### src/include/cache_consts.svh
`ifndef CACHE_CONSTS_SVH
`define CACHE_CONSTS_SVH

// byte address and data word widths
`define ADDR_W    32
`define DATA_W    32

// data cache has 16 sets, instruction cache has 32 lines
`define D_INDEX_W 4
`define I_INDEX_W 5

// byte offset inside one word
`define OFFSET_W  2

// fixed by the 3-bit pseudo-LRU tree
`define D_WAYS    4

`endif

### src/cache_pkg.sv
`include "cache_consts.svh"

package cache_pkg;

    typedef logic [`ADDR_W-1:0] addr_t;
    typedef logic [`DATA_W-1:0] word_t;

    // 0 byte, 1 halfword, 2 word
    typedef logic [1:0] size_t;

    typedef logic [1:0] way_t;

    // bit 2 root, bit 1 over ways 0/1, bit 0 over ways 2/3
    typedef logic [2:0] plru_t;

    typedef enum logic [1:0] {
        DC_IDLE,
        DC_WRITE_BACK,
        DC_REFILL
    } dc_state_t;

    typedef enum logic {
        IC_IDLE,
        IC_REFILL
    } ic_state_t;

    // current owner of the shared memory bus
    typedef enum logic [1:0] {
        NONE,
        DATA,
        INST
    } grant_t;

endpackage

### src/mem_arbiter.sv
`timescale 1ns/1ps

module mem_arbiter import cache_pkg::*; (
    input  logic   clk,
    input  logic   rst,
    input  logic   dc_mem_req,
    input  logic   dc_mem_wr,
    input  size_t  dc_mem_size,
    input  addr_t  dc_mem_addr,
    input  word_t  dc_mem_wdata,
    output word_t  dc_mem_rdata,
    output logic   dc_mem_addr_ok,
    output logic   dc_mem_data_ok,
    input  logic   ic_mem_req,
    input  addr_t  ic_mem_addr,
    output word_t  ic_mem_rdata,
    output logic   ic_mem_addr_ok,
    output logic   ic_mem_data_ok,
    output logic   mem_req,
    output logic   mem_wr,
    output size_t  mem_size,
    output addr_t  mem_addr,
    output word_t  mem_wdata,
    input  word_t  mem_rdata,
    input  logic   mem_addr_ok,
    input  logic   mem_data_ok
);
    grant_t grant_q;
    grant_t owner;

    // new grant only while idle, data cache first
    always_comb begin
        owner = grant_q;
        if (grant_q == NONE) begin
            if (dc_mem_req)
                owner = DATA;
            else if (ic_mem_req)
                owner = INST;
        end
    end

    // held for the whole transfer, released after data_ok
    always_ff @(posedge clk) begin
        if (rst)
            grant_q <= NONE;
        else if (owner != NONE && !mem_data_ok)
            grant_q <= owner;
        else
            grant_q <= NONE;
    end

    always_comb begin
        mem_req        = 1'b0;
        mem_wr         = 1'b0;
        mem_size       = 2'd2;
        mem_addr       = '0;
        mem_wdata      = '0;
        dc_mem_rdata   = '0;
        dc_mem_addr_ok = 1'b0;
        dc_mem_data_ok = 1'b0;
        ic_mem_rdata   = '0;
        ic_mem_addr_ok = 1'b0;
        ic_mem_data_ok = 1'b0;
        case (owner)
            DATA: begin
                mem_req        = dc_mem_req;
                mem_wr         = dc_mem_wr;
                mem_size       = dc_mem_size;
                mem_addr       = dc_mem_addr;
                mem_wdata      = dc_mem_wdata;
                dc_mem_rdata   = mem_rdata;
                dc_mem_addr_ok = mem_addr_ok;
                dc_mem_data_ok = mem_data_ok;
            end
            // fetch goes out as a plain word read
            INST: begin
                mem_req        = ic_mem_req;
                mem_addr       = ic_mem_addr;
                ic_mem_rdata   = mem_rdata;
                ic_mem_addr_ok = mem_addr_ok;
                ic_mem_data_ok = mem_data_ok;
            end
            default: ;
        endcase
    end

endmodule

### config.mk
export PLATFORM = sky130hd
export DESIGN_NAME = mem_arbiter
export DESIGN_NICKNAME = d
export VERILOG_FILES = /design/src/cache_pkg.sv /design/src/mem_arbiter.sv
export VERILOG_INCLUDE_DIRS = /design/src /design/src/include
export SDC_FILE = /design/constraint.sdc
export NUM_CORES = 1
export LEC_CHECK = 0
export BUFFER_PORTS_ARGS = -buffer_cell sky130_fd_sc_hd__buf_2
export CORE_AREA = 2 2 106 108
export CTS_CLUSTER_SIZE = 25
export DETAILED_ROUTE_END_ITERATION = 7
export DIE_AREA = 0 0 108 110
export PLACE_DENSITY = 0.46
export SYNTH_ARGS = -nofsm -noshare
export SYNTH_HDL_FRONTEND = slang
export SYNTH_SLANG_ARGS = --single-unit
### constraint.sdc
create_clock -name clk -period 4.5 [get_ports clk]
set_input_delay 0.9 -clock clk [delete_from_list [all_inputs] [get_ports clk]]
set_output_delay 0.9 -clock clk [all_outputs]
set_load 0.1 [all_outputs]
# Word level (Yosys, flattened, before mapping)
# Index checks and enable logic that the tools add are counted.
# Widths: inputs -> output; s select.
[totals] ff_bits=2 latch_bits=0 mem_bits_rw=0 mem_bits_ro=0 inputBits=137 out_inout_bits=136 word_cells=23 n_memories=0
[op_classes] n_addsub=0 multipliers=0 div=0 magnitude_cmp=0 n_eq_ne=2 shift=0 mux=14 n_bitwise=1 reduce_logical=5
[op_table] cell="$mux 32" count=3
[op_table] cell="$pmux 32 s2" count=1
[op_table] cell="$mux 2" count=4
[op_table] cell="$mux 1" count=5
[op_table] cell="$eq 2x1->1 const B" count=1
[op_table] cell="$eq 2x2->1 const B" count=1
[op_table] cell="$logic_not 2->1" count=1
[op_table] cell="$pmux 1 s2" count=1
[op_table] cell="$reduce_bool 2->1" count=1
[op_table] cell="$reduce_or 2->1" count=1
[op_table] cell="$logic_and 1x1->1" count=1
[op_table] cell="$logic_not 1->1" count=1
[op_table] cell="$not 1->1" count=1

# Longest topological paths before layout
[depth] depth_word=7 mapped_depth=7 depth_no_buf=5

# Worst setup path before layout
# OpenSTA, ideal clock, no wires.
[synth_timing] path_kind="in2out" start="input port dc_mem_req" end="output port mem_addr[0]" arrival_time_ns=3.144 required_time_ns=3.600 setup_slack_ns=0.456 cell_stages=6 path_buffers=2 cell_sequence="nor3b_1 -> nor2_1 -> ha_1 -> clkbuf_2 -> clkbuf_1 -> nor2_1"
[synth_via] elab_chain_cells=4 word_cells_on_any_way=5 classes_between="eq/ne (2); mux (3)"
[synth_lines] item="from (decl)" line="mem_arbiter.sv:6" source="input logic dc_mem_req,"
[synth_lines] item="$mux 2 *" line="mem_arbiter.sv:35" source="if (dc_mem_req)"
[synth_lines] item="$mux 2 *" line="mem_arbiter.sv:34" source="if (grant_q == NONE) begin"
[synth_lines] item="$eq 2x2->1 or $eq 2x1->1 (tied branches)" line="mem_arbiter.sv:64" source="case (owner)"
[synth_lines] item="$pmux 32 s2 *" line="mem_arbiter.sv:64"
[synth_lines] item="to (decl)" line="mem_arbiter.sv:22" source="output addr_t mem_addr,"
# Mark *: on every way between the ends. The rest lies on a longest branch, timed or not.

# Worst setup path after layout
[layout_timing] start="input port ic_mem_req" end="output port mem_addr[5]"
[layout_via] elab_chain_cells=5 word_cells_on_any_way=6 classes_between="eq/ne (2); mux (4)"
[layout_lines] item="from (decl)" line="mem_arbiter.sv:14" source="input logic ic_mem_req,"
[layout_lines] item="$mux 2 *" line="mem_arbiter.sv:37" source="else if (ic_mem_req)"
[layout_lines] item="$mux 2 *" line="mem_arbiter.sv:35"
[layout_lines] item="$mux 2 *" line="mem_arbiter.sv:34"
[layout_lines] item="$eq 2x2->1 or $eq 2x1->1 (tied branches)" line="mem_arbiter.sv:64"
[layout_lines] item="$pmux 32 s2 *" line="mem_arbiter.sv:64"
# Marks and branches as above.

==> results.yml <==
global_routing:
  grt_max_degree: 60
  gr-usage-all-layers_pct: 9.22
  grt_pass1_wl_um: 9050
  antenna_found_initial: 0
  grt_pass1_vias: 1989
  grt_remaining_overflow: 0
setup_path:
  cp.required_ns: 3.60
  setup.worst_path.class: "input pin to primary output"
  cp-start-kind: "input pin"
  r2r-end: "grant_q[1]"
  rr_startpoint: "grant_q[0]"
  cp_max_fo: 59
  rrSetupSlack_ns: 2.92
  r2r_cells: 5
  critPathCaptureType: "primary output"
  critical_path_arrival_ns: 2.98
timing:
  finalCritPeriodShare_pct: 86.1
  grt_setup_unrepaired: "no"
  worst_slew_pin_slew_ns: 0.769
  drv_slew: 0
  skew_ns: 0.00201
  finalSetupViolations: 0
  fin_setup_tns_ns: 0
  finalCriticalPeriod_ns: 3.88
  max_freq_mhz: 258
  hold_viol_final: 0
  slew_headroom_pct: 48.7
  whs_ns: 0.493
synth:
  synth_top_family_by_area: "simple AND/OR/NAND/NOR gates"
  syn-num-nets: 346
  yosysTopAreaCell: "and2_1"
  yosys.area_share.adder_pct: 2.94
  synth_cells: 206
  synth_compound_area_share_pct: 20.6
  ys_seq_area_share_pct: 3.14
  synthXorXnorAreaFrac_pct: 0
  synth_seq_cells: 2
  synth_async_sr_flop_share_pct: 0
  synth_edf_count: 0
  muxShareOfSynthArea_pct: 0
  synth_cell_type_count: 18
  synth_top_cells_by_area: "and2_1, a22oi_1, nor2_1, dfxtp_1, ha_1"
  synth_simple_gate_area_share_pct: 63.4
  synth_area_um2: 1270
  avgSynthCellArea_um2: 6.19
  synth-main-ff-cell: "dfxtp_1"
  synth_top_area_share_pct: 50.5
  yosysWarnings: 0
die:
  fp-row-count: 38
  coreArea_um2: 10700
  die_area_um2: 11900
  die_w_um: 108
  ios: 273
  die_h_um: 110
  initial_core_util_pct: 11.9
pwr:
  p_int_uw: 221
  p_sw_share_pct: 76.7
  clkPwrFrac_pct: 7.4
  p_seq_share_pct: 2.0
  ir_drop_mv: 0.135
  power_density_nw_per_um2: 343
  p_comb_share_pct: 90.6
  p_sw_uw: 730
  leakage_uw: 0.00177
cells_and_area:
  multi_input_area_um2: 1110
  seq_area_um2: 40.0
  final_common_cell: "buf_2"
  area_growth_pct: 117
  nFillCells: 1200
  layout.nets: 604
  reg.largest.list: "grant_q (2)"
  drive_gt1_share_pct: 60.8
  final_cell_mix: "buf_2, and2_1, nor2_1"
  largest_reg_flops: 2
  n_antenna_cell: 0
  top_register: "grant_q"
cts:
  htree_levels: 1
  clk_latency_ns: 0.21
  path_clk_slew_ns: 0.03
  cts.hold.buffers_added: 0
  cts_max_path_buffers: 2
  cts_num_sinks: 2
  post_cts_buffers: 0
  numCtsBuffers: 3
  clock-root-buffer: "clkbuf_8"
  cts_tree: "built"
  cts.repair.resized: 0
placed_design:
  port_buffers: 272
  place_congestion: 0.697
  hpwl_um: 5690
min_path:
  worstHoldStart: "grant_q[0]"
  whs_path_depth: 2
  min_to: "grant_q[0]"
  min_path_type: "flip-flop to flip-flop"
route:
  wl_per_cell_um: 11.2
  antenna_left: 0
  drc: 0
  routed_wl_um: 6730
  drt_pass1_iterations: 4
  vias: 2370
  drtIter0Drc: 86
  detail_route.vias_per_cell: 3.94
flow_run:
  drv_cap: 0
run_status:
  outcome: "complete, no violations"
==> cell type report <==
type / instances / share of cell area, %
Multi-Input combinational cell: 181 / 40.2
Sequential cell: 2 / 1.45
Tap cell: 140 / 6.32
Inverter: 1 / 0.136
Clock buffer: 3 / 1.49
Timing Repair Buffer: 275 / 50.4
==> routing by layer <==
metal / track usage (%) / wire (um)
met1: 10.2 / 2430
met2: 18.7 / 3590
met3: 1.41 / 671
met4: 1.28 / 34
met5: 0 / 0
==> power by group through the flow <==
stage	Combinational, uW	Sequential, uW	Clock, uW
detailed placement	866	19.2	0
CTS	867	19.0	72.8
global route	895	19.1	73.8
finish	862	19.0	70.4
floorplan	714	19.1	0
global placement	864	19.2	0
==> Yosys cell counts, types with 2 or more instances <==
cell and instances:
and2_1 103, dfxtp_1 2, buf_6 2, nor2_1 34
ha_1 3, nand2b_1 2, clkbuf_2 5, buf_4 4
clkbuf_1 8, a22oi_1 33, buf_2 3
==> cells by family after synthesis <==
logic type / count (synthesis)
AO/OA/AOI/OAI: 35
AND/OR/NAND/NOR: 143
flip-flops: 2
adder cells (fa/ha/maj): 3
buffers and inverters: 23
==> worst max path at each step <==
stage / endpoint / startpoint / cells past startpoint
3_5_place_dp: mem_addr[5] / ic_mem_req / 8
6_report: mem_addr[5] / ic_mem_req / 8
2_1_floorplan: mem_addr[0] / dc_mem_req / 6
5_1_grt: mem_addr[10] / ic_mem_req / 8
4_1_cts: mem_addr[5] / ic_mem_req / 8
3_3_place_gp: mem_addr[21] / ic_mem_req / 8
==> worst max-delay path, stage by stage <==
cell	delay [ns]
buf_2	0.10
nor3b_1	0.15
nor2_1	0.15
ha_2	0.71
buf_12	0.28
a22oi_1	0.11
nor2_1	0.11
buf_2	0.43
==> metrics by stage <==
step           instances  area, um2  setup WS [ns]  util, %  total power [uW]
6_report             602       2770          0.624     25.9               951
5_1_grt              602       2770          0.383     25.9               988
4_1_cts              602       2770          0.534     25.9               959
3_5_place_dp         599       2730          0.543     25.5               885
3_3_place_gp         599       2730          0.638     25.5               883
2_1_floorplan        206       1270          0.456        -               734
Note: power is estimated with default switching activity, not from simulation.
