[config.mk]
export PLATFORM = sky130hd
export DESIGN_NAME = d_cache
export DESIGN_NICKNAME = d
export VERILOG_FILES = /design/src/cache_pkg.sv /design/src/d_cache.sv
export VERILOG_INCLUDE_DIRS = /design/src /design/src/include
export SDC_FILE = /design/constraint.sdc
export NUM_CORES = 2
export LEC_CHECK = 0
export BUFFER_PORTS_ARGS = -buffer_cell sky130_fd_sc_hd__buf_2
export CORE_UTILIZATION = 40
export DETAILED_ROUTE_END_ITERATION = 7
export HOLD_SLACK_MARGIN = 0.08
export PLACE_DENSITY_LB_ADDON = 0.25
export SETUP_SLACK_MARGIN = 0.4
export SLEW_MARGIN = 20
export SYNTH_ARGS = -nofsm -noshare
export SYNTH_HDL_FRONTEND = slang
export SYNTH_SLANG_ARGS = --single-unit
[constraint.sdc]
create_clock -name clk -period 17.2 [get_ports clk]
set_input_delay 1.72 -clock clk [delete_from_list [all_inputs] [get_ports clk]]
set_output_delay 1.72 -clock clk [all_outputs]
set_load 0.02 [all_outputs]
[src/include/cache_consts.svh]
`ifndef CACHE_CONSTS_SVH
`define CACHE_CONSTS_SVH

// byte address and data word widths
`define ADDR_W    32
`define DATA_W    32

// data cache has 16 sets, instruction cache has 32 lines
`define D_INDEX_W 4
`define I_INDEX_W 5

// byte offset inside one word
`define OFFSET_W  2

// fixed by the 3-bit pseudo-LRU tree
`define D_WAYS    4

`endif

[src/cache_pkg.sv]
`include "cache_consts.svh"

package cache_pkg;

    typedef logic [`ADDR_W-1:0] addr_t;
    typedef logic [`DATA_W-1:0] word_t;

    // 0 byte, 1 halfword, 2 word
    typedef logic [1:0] size_t;

    typedef logic [1:0] way_t;

    // bit 2 root, bit 1 over ways 0/1, bit 0 over ways 2/3
    typedef logic [2:0] plru_t;

    typedef enum logic [1:0] {
        DC_IDLE,
        DC_WRITE_BACK,
        DC_REFILL
    } dc_state_t;

    typedef enum logic {
        IC_IDLE,
        IC_REFILL
    } ic_state_t;

    // current owner of the shared memory bus
    typedef enum logic [1:0] {
        NONE,
        DATA,
        INST
    } grant_t;

endpackage

[src/d_cache.sv]
`timescale 1ns/1ps
`include "cache_consts.svh"

module d_cache import cache_pkg::*; (
    input  logic  clk,
    input  logic  rst,
    input  logic  cpu_data_req,
    input  logic  cpu_data_wr,
    input  size_t cpu_data_size,
    input  addr_t cpu_data_addr,
    input  word_t cpu_data_wdata,
    output word_t cpu_data_rdata,
    output logic  cpu_data_addr_ok,
    output logic  cpu_data_data_ok,
    output logic  dc_mem_req,
    output logic  dc_mem_wr,
    output size_t dc_mem_size,
    output addr_t dc_mem_addr,
    output word_t dc_mem_wdata,
    input  word_t dc_mem_rdata,
    input  logic  dc_mem_addr_ok,
    input  logic  dc_mem_data_ok
);
    localparam int TAG_W = `ADDR_W - `D_INDEX_W - `OFFSET_W;
    localparam int SETS  = 1 << `D_INDEX_W;
    localparam int BYTES = `DATA_W / 8;

    logic [`D_INDEX_W-1:0] index;
    logic [TAG_W-1:0]      tag;

    logic             valid_q [SETS][`D_WAYS];
    logic             dirty_q [SETS][`D_WAYS];
    logic [TAG_W-1:0] tag_q   [SETS][`D_WAYS];
    word_t            block_q [SETS][`D_WAYS];
    plru_t            plru_q  [SETS];

    dc_state_t  state;
    logic       just_refilled;
    logic       addr_rcv;
    logic       hit;
    way_t       hit_way;
    way_t       victim;
    logic       idle_ready;
    logic       accept;
    logic       miss_start;
    logic       refill_done;
    logic [BYTES-1:0] mask;

    // request captured at the miss
    logic [`D_INDEX_W-1:0] miss_index;
    logic [TAG_W-1:0]      miss_tag;
    way_t                  miss_way;
    logic                  miss_wr;
    logic [BYTES-1:0]      miss_mask;
    word_t                 miss_wdata;

    function automatic way_t plru_victim(plru_t t);
        return t[2] ? {1'b1, t[0]} : {1'b0, t[1]};
    endfunction

    // point every node on the path away from the used way
    function automatic plru_t plru_touch(plru_t t, way_t w);
        plru_t r;
        r = t;
        r[2] = ~w[1];
        if (w[1])
            r[0] = ~w[0];
        else
            r[1] = ~w[0];
        return r;
    endfunction

    function automatic word_t merge_bytes(word_t old_w, word_t new_w, logic [BYTES-1:0] m);
        word_t r;
        for (int b = 0; b < BYTES; b++) begin
            r[8*b +: 8] = m[b] ? new_w[8*b +: 8] : old_w[8*b +: 8];
        end
        return r;
    endfunction

    assign index = cpu_data_addr[`D_INDEX_W+`OFFSET_W-1:`OFFSET_W];
    assign tag   = cpu_data_addr[`ADDR_W-1:`D_INDEX_W+`OFFSET_W];

    // all four ways compared at once
    always_comb begin
        hit     = 1'b0;
        hit_way = '0;
        for (int w = 0; w < `D_WAYS; w++) begin
            if (valid_q[index][w] && tag_q[index][w] == tag) begin
                hit     = 1'b1;
                hit_way = way_t'(w);
            end
        end
    end

    always_comb begin
        case (cpu_data_size)
            2'd0:    mask = 4'b0001 << cpu_data_addr[`OFFSET_W-1:0];
            2'd1:    mask = cpu_data_addr[1] ? 4'b1100 : 4'b0011;
            default: mask = 4'b1111;
        endcase
    end

    assign victim      = plru_victim(plru_q[index]);
    // the merge cycle after a refill takes no new request
    assign idle_ready  = (state == DC_IDLE) && !just_refilled;
    assign accept      = idle_ready && cpu_data_req && hit;
    assign miss_start  = idle_ready && cpu_data_req && !hit;
    assign refill_done = (state == DC_REFILL) && dc_mem_data_ok;

    always_ff @(posedge clk) begin
        if (rst) begin
            state         <= DC_IDLE;
            just_refilled <= 1'b0;
            addr_rcv      <= 1'b0;
        end else begin
            just_refilled <= refill_done;
            if (state != DC_IDLE && dc_mem_data_ok)
                addr_rcv <= 1'b0;
            else if (dc_mem_req && dc_mem_addr_ok)
                addr_rcv <= 1'b1;
            case (state)
                DC_IDLE: begin
                    if (miss_start)
                        state <= dirty_q[index][victim] ? DC_WRITE_BACK : DC_REFILL;
                end
                DC_WRITE_BACK: begin
                    if (dc_mem_data_ok)
                        state <= DC_REFILL;
                end
                DC_REFILL: begin
                    if (dc_mem_data_ok)
                        state <= DC_IDLE;
                end
                default: state <= DC_IDLE;
            endcase
        end
    end

    always_ff @(posedge clk) begin
        if (miss_start) begin
            miss_index <= index;
            miss_tag   <= tag;
            miss_way   <= victim;
            miss_wr    <= cpu_data_wr;
            miss_mask  <= mask;
            miss_wdata <= cpu_data_wdata;
        end
    end

    // valid, dirty and replacement state
    always_ff @(posedge clk) begin
        if (rst) begin
            for (int s = 0; s < SETS; s++) begin
                for (int w = 0; w < `D_WAYS; w++) begin
                    valid_q[s][w] <= 1'b0;
                    dirty_q[s][w] <= 1'b0;
                end
                plru_q[s] <= '0;
            end
        end else begin
            if (refill_done) begin
                valid_q[miss_index][miss_way] <= 1'b1;
                dirty_q[miss_index][miss_way] <= 1'b0;
            end else if (just_refilled && miss_wr) begin
                dirty_q[miss_index][miss_way] <= 1'b1;
            end else if (accept && cpu_data_wr) begin
                dirty_q[index][hit_way] <= 1'b1;
            end
            if (just_refilled)
                plru_q[miss_index] <= plru_touch(plru_q[miss_index], miss_way);
            else if (accept)
                plru_q[index] <= plru_touch(plru_q[index], hit_way);
        end
    end

    always_ff @(posedge clk) begin
        if (refill_done) begin
            tag_q[miss_index][miss_way]   <= miss_tag;
            block_q[miss_index][miss_way] <= dc_mem_rdata;
        end else if (just_refilled && miss_wr) begin
            block_q[miss_index][miss_way] <=
                merge_bytes(block_q[miss_index][miss_way], miss_wdata, miss_mask);
        end else if (accept && cpu_data_wr) begin
            block_q[index][hit_way] <=
                merge_bytes(block_q[index][hit_way], cpu_data_wdata, mask);
        end
    end

    assign cpu_data_rdata   = hit ? block_q[index][hit_way] : dc_mem_rdata;
    assign cpu_data_addr_ok = accept || (state == DC_REFILL && dc_mem_req && dc_mem_addr_ok);
    assign cpu_data_data_ok = accept || refill_done;

    assign dc_mem_req   = (state != DC_IDLE) && !addr_rcv;
    assign dc_mem_wr    = (state == DC_WRITE_BACK);
    // write-back and refill always move a full word
    assign dc_mem_size  = 2'd2;
    // old line address from the victim tag on write-back
    assign dc_mem_addr  = dc_mem_wr ?
                          {tag_q[miss_index][miss_way], miss_index, {`OFFSET_W{1'b0}}} :
                          {miss_tag, miss_index, {`OFFSET_W{1'b0}}};
    assign dc_mem_wdata = block_q[miss_index][miss_way];

endmodule

Yosys cells after proc, flatten, opt, wreduce, memory -nomap -nowiden
Memory sizes are Yosys's and may differ from the RTL's. A register that Yosys moved wholly into a read port is not among the register bits.
Cells that the tools add are included.

cells by class
  order comparisons = 5
  eq/ne operators = 12
  shift operators = 1
  multiplexer cells = 238
  bitwise gates (word level) = 139
  reduce and logical (&&, ||, !) cells = 36

operators by type and width
  cell                count
  $mux 128            5
  $mux 32             8
  $mux 1              173
  $or 1x1->1          132
  $bmux 32 s2         2
  $demux 32 s2        2
  $reduce_or 128->1   1
  $eq 26x26->1        4
  $mux 104            1
  $mux 26             3
  $mux 4              18
  $mux 8              8
  $bmux 26 s2         1
  $demux 26 s2        1
  $logic_and 1x1->1   18
  $mux 2              7
  $mux 3              4
  $reduce_or 4->1     3
  $ge 3x3->1 const B  3
  $not 2->3           3
  $pmux 4 s2          1
  $lt 3x1->1 const B  2
  $ne 3x3->1 const B  2
  $pmux 2 s3          1
  16 further kinds    28

word-level totals
  register bits = 73
  bits in writable memories = 3,888
  bits of input ports = 104
  output and inout bits = 102
  logic and storage cells = 445
  memories = 5

memory list
  name     words  bits a word  read ports  clocked after Yosys merged registers in  write ports  RTL line       text
  block_q  16     128          2           1                                        1            d_cache.sv:34  word_t block_q [SETS][`D_WAYS];
  tag_q    16     104          2           1                                        1            d_cache.sv:33  logic [TAG_W-1:0] tag_q [SETS][`D_WAYS];
  dirty_q  16     4            1           0                                        16           d_cache.sv:32  logic dirty_q [SETS][`D_WAYS];
  valid_q  16     4            1           0                                        16           d_cache.sv:31  logic valid_q [SETS][`D_WAYS];
  plru_q   16     3            1           0                                        16           d_cache.sv:35  plru_t plru_q [SETS];

Logic depth before layout (Yosys ltp)
An unclocked memory read counts as a cell.

  word-level depth = 16
  gate-level depth with buffers = 23

Worst setup path before layout
No wires, ideal clock.

  kind = input -> output
  start point = input cpu_data_addr[2]
  end point = output cpu_data_rdata[20]
  arrival time = 5.648 ns
  data required time = 15.480 ns
  setup slack = 9.832 ns
  stages = 17
  path buffers = 12
  path through = buf_6 > buf_8 > buf_12 > buf_12 > buf_8 > buf_6 > buf_6 > buf_6 > buf_2 > buf_2 > buf_2 > buf_1 > mux4_2 > mux4_2 > nand2_1 > o31ai_1 > mux2_2

on the way
  cells in the longest elaborated chain, start to end = 11
  elaborated cells between the ends (all ways) = 23

ends and longest elaborated chain
  what                                        RTL line        text
  start: declaration                          d_cache.sv:10   input addr_t cpu_data_addr,
  $mem_v2 16x104                              -
  $eq 26x26->1                                d_cache.sv:89   if (valid_q[index][w] && tag_q[index][w] == tag) begin
  $logic_and 1x1->1                           d_cache.sv:89
  $mux 1                                      d_cache.sv:89
  $mux 2 (2 in a row)                         d_cache.sv:89
  $not 2->3 (implied by the code)             d_cache.sv:190  assign cpu_data_rdata = hit ? block_q[index][hit_way] : dc_mem_rdata;
  $bmux 32 s2                                 d_cache.sv:190
  $mux 32 (implied by the code) (2 in a row)  d_cache.sv:190
  $mux 32 *                                   d_cache.sv:190
  end: declaration                            d_cache.sv:12   output word_t cpu_data_rdata,

Every way passes the cells marked *; elsewhere a longest branch is shown, timed or not. The select of a mux whose other input is x is not followed.

Worst setup path in the final report
  start point = input cpu_data_addr[2]
  end point = output cpu_data_rdata[22]

Same word-level chain as after synthesis.

==> impl_results.md <==
- Count of buffers from port buffering: 201
- Setup violators final: 0
- Max-slew violation total from the final report: 0
- WP data arrival: 8920 ps
- Router iterations before antenna repair: 5
- Initial antenna violation count: 65
- Residual overflow from global routing: 0
- Initial core utilization: roughly two fifths
- Root Buffer Master: sky130_fd_sc_hd__clkbuf_16
- Drt initial violations: 16118
- Routed length per instance: between 40 and 50 um
- Max Fanout on Critical Path: 100
- Worst Skew: 73.0 ps
- Clock-pin slew of the registers on the worst-case setup and hold paths: 60 ps
- Clock tree from TritonCTS: done
- Max Used Layer: met5
- Clk buf depth: 4
- Number of nets with antenna violations after detailed routing: 0
- Type of element launching the critical path: input pin
- Level count of the clock H-tree: 5
- Layout fillers: 39000
- Vias in the first global route: 108472
- Buffer count from post-CTS setup fixing: 0
- Total track usage: between 20% and 30%
- Library cell with the largest summed area after synthesis: sky130_fd_sc_hd__edfxtp_1
- Critical Path RT: 15480 ps
- Library cells used by synthesis: 96
- Via count: between 100k and 150k
- Pin count of the biggest net entering global routing: 139
- Number of cell rows: 251
- Clock sink count: 3965
- Post-Route Setup TNS: 0 ps
- Worst stage delay on the critical path: 1060 ps
- Top Ports: 206
- Count of state elements after synthesis: 3965
- Worst IR Drop VDD: 0.0920 mV
- Final worst path period share: about 62%
- Critical Path, Cell by Cell: buf_12, buf_12, buf_4, mux4_2, mux2i_1, mux2i_1, xnor2_1, nand4_1, or3_2, or3_2, a211oi_1, o31ai_1, mux2_2, buf_2
- Post-Synthesis Cell Area: about 190000 um2
- Unrepaired setup endpoints after global routing: no
- Fraction of final layout cells with drive strength greater than 1: 38.8%
- Total power after layout: ~25 mW
- Post-CTS resize count: 0
- Largest cells by area after synthesis: sky130_fd_sc_hd__edfxtp_1 62%, sky130_fd_sc_hd__mux4_2 27%, sky130_fd_sc_hd__mux2i_1 2.0%, sky130_fd_sc_hd__nor2_1 1.0%, sky130_fd_sc_hd__clkbuf_1 0.79%
- Static leakage: 65.4 nW
- Detailed-routed wire length on met2: between 300000 and 400000 um
- Die outline width: 687 um
- Max-cap check violation count: 0
- Non-filler instance count after layout: 16029
- Via-to-Cell Ratio: between 6 and 7
- Most instantiated flip-flop cell in the synthesis netlist: sky130_fd_sc_hd__edfxtp_1
- Average cell area after synthesis: just over 20 um2
- Yosys warning total: 0
- Critical path's slowest cell: sky130_fd_sc_hd__or3_2
- Worst setup slack for register-to-register paths: 9820 ps
- Final hold violations: 0
- Placer's final routability congestion estimate: 0.921
- Die outline area: 473000 um2
- Height of the chip: slightly below 700 um
- Measured slew at the worst slew-check pin: approximately 1200 ps
- CTS hold repair buffers: 0
- First-pass GRT wire length: between 800000 and 900000 um
- Time the worst path needs with I/O delays and setup: 10640 ps
- Worst hold path class: flop to flop
- Num CTS Buffers: 422
- Number of cells in the design after placement: 15229
- Outcome: finished, final reports clean
- Total power divided by cell area: 116 nW/um2
- Layout net count: 9562
- Relative slew slack: 18.5%
- Total wirelength of the detailed-routed design: around 660000 um
- Share of synthesized flip-flops with an asynchronous set or reset: 0%
- Later-pin clock latency in the skew report: about 1100 ps
- FMAX: 0.0940 GHz
- DRC violation count after routing: 0
- Fraction of synthesized cell area taken by the top area cell type: roughly 62%
- Post-synth EDFFs: 3893
- Endpoint kind of the worst setup timing path: primary output
- Critical path class: input pin to primary output
- Routed met3 length: 75700 um
- Core region area: 468000 um2
- Number of instances in the synthesized netlist: slightly above 9000
- Register area share after synthesis: 63.0%
- Estimated wirelength of the detail-placed design: roughly 400000 um
- Relative area change from synthesis to final layout: 12.5%
- Wire length the detailed router placed on met1: 238000 um
power breakdown:
| part | internal, mW | switching [mW] | total [mW] |
|---|---|---|---|
| logic | 1.79 | 2.76 | 4.55 |
| clock network | 5.19 | 3.91 | 9.11 |
| registers | 10.8 | 0.0860 | 10.9 |
worst paths after layout:
kind | startpoint | endpoint | cells after the start
max | cpu_data_addr[2] | cpu_data_rdata[22] | 14
min | valid_q[10][2]$_DFF_P_ | valid_q[10][2]$_DFF_P_ | 2
max reg2reg | tag_q[8][20]$_DFFE_PP_ | dirty_q[8][1]$_SDFFCE_PN0P_ | 13
min reg2reg | valid_q[10][2]$_DFF_P_ | valid_q[10][2]$_DFF_P_ | 2
placed cells by master, fill, tap and decap left out, drive strengths merged, types with 22 or more instances in the layout:
master and n:
a221oi 27, mux4 2261, o22ai 36, mux2 128, nand2 152, nor3 45
a211oi 45, buf 574, clkinv 181, diode 23, dfxtp 72, a21o 31
bufinv 38, o31ai 34, edfxtp 3893, nor2b 23, nor4b 30, inv 36
a22oi 67, o21bai 54, o21ai 139, or2 72, a21oi 67, clkbuf 534
mux2i 377, nand4 22, nor2 504, nand2b 33, xnor2 102
worst max-delay path: cells and delay by family:
family	cells	cell delay (ps)
xor gates and xnor gates	1	440
buffers and inverters	4	2120
and+or+nand+nor	3	2120
muxes	4	1290
AOI/OAI and AO/OA	2	670
routing by layer:
metal,track usage [%],vias to the layer above
met1,36.1,58445
met5,0,-
met4,13.6,34
met2,42.6,7140
met3,7.02,1438
li1,-,40495
kinds of logic after synthesis:
group                     Yosys count  share of synthesized area, %
xor gates and xnor gates          116                         0.541
DFF                              3965                          63.0
and+or+nand+nor                   975                          2.44
muxes                            2766                          29.9
other                               2                       0.00400
AOI/OAI and AO/OA                 607                          2.27
buffers and inverters             765                          1.89
Yosys cell counts, types with 66 or more instances:
| master | instances |
|---|---|
| sky130_fd_sc_hd__mux4_2 | 2261 |
| sky130_fd_sc_hd__buf_1 | 126 |
| sky130_fd_sc_hd__clkbuf_1 | 396 |
| sky130_fd_sc_hd__nor2_1 | 500 |
| sky130_fd_sc_hd__dfxtp_1 | 72 |
| sky130_fd_sc_hd__xnor2_1 | 102 |
| sky130_fd_sc_hd__a21oi_1 | 66 |
| sky130_fd_sc_hd__nand2_1 | 151 |
| sky130_fd_sc_hd__o21ai_0 | 136 |
| sky130_fd_sc_hd__mux2_2 | 128 |
| sky130_fd_sc_hd__edfxtp_1 | 3893 |
| sky130_fd_sc_hd__buf_2 | 135 |
| sky130_fd_sc_hd__mux2i_1 | 377 |
state kept, by name, summed over array words and instances, names as in the netlist, 4 cells and up, named ones only:
name	count
plru_q	48
dirty_q	64
miss_wdata	32
miss_mask	4
block_q	2048
miss_index	4
valid_q	64
tag_q	1664
miss_tag	26
through the flow:
stage               worst slack, ps  utilization, %  hold WS [ps]  cell area (um2)
floorplan                      9830               -           435           188000
global placement               6700            42.2           444           197000
detailed placement             6670            42.2           456           197000
CTS                            6660            45.1           470           211000
global route                   6310            45.2           480           211000
finish                         6560            45.2           468           211000
layout make-up:
type | instances | area, um2 | share of cell area, %
inverters | 27 | 116 | 0.0551
repair buffers | 574 | 4130 | 1.96
well taps | 6198 | 7750 | 3.67
diodes | 23 | 57.6 | 0.0272
clock buffers | 534 | 11300 | 5.32
flip-flops and latches | 3965 | 118000 | 56.0
multi-input cells | 4468 | 67300 | 31.8
clock inverters | 240 | 2350 | 1.11
Power figures use the tool's default switching activity.
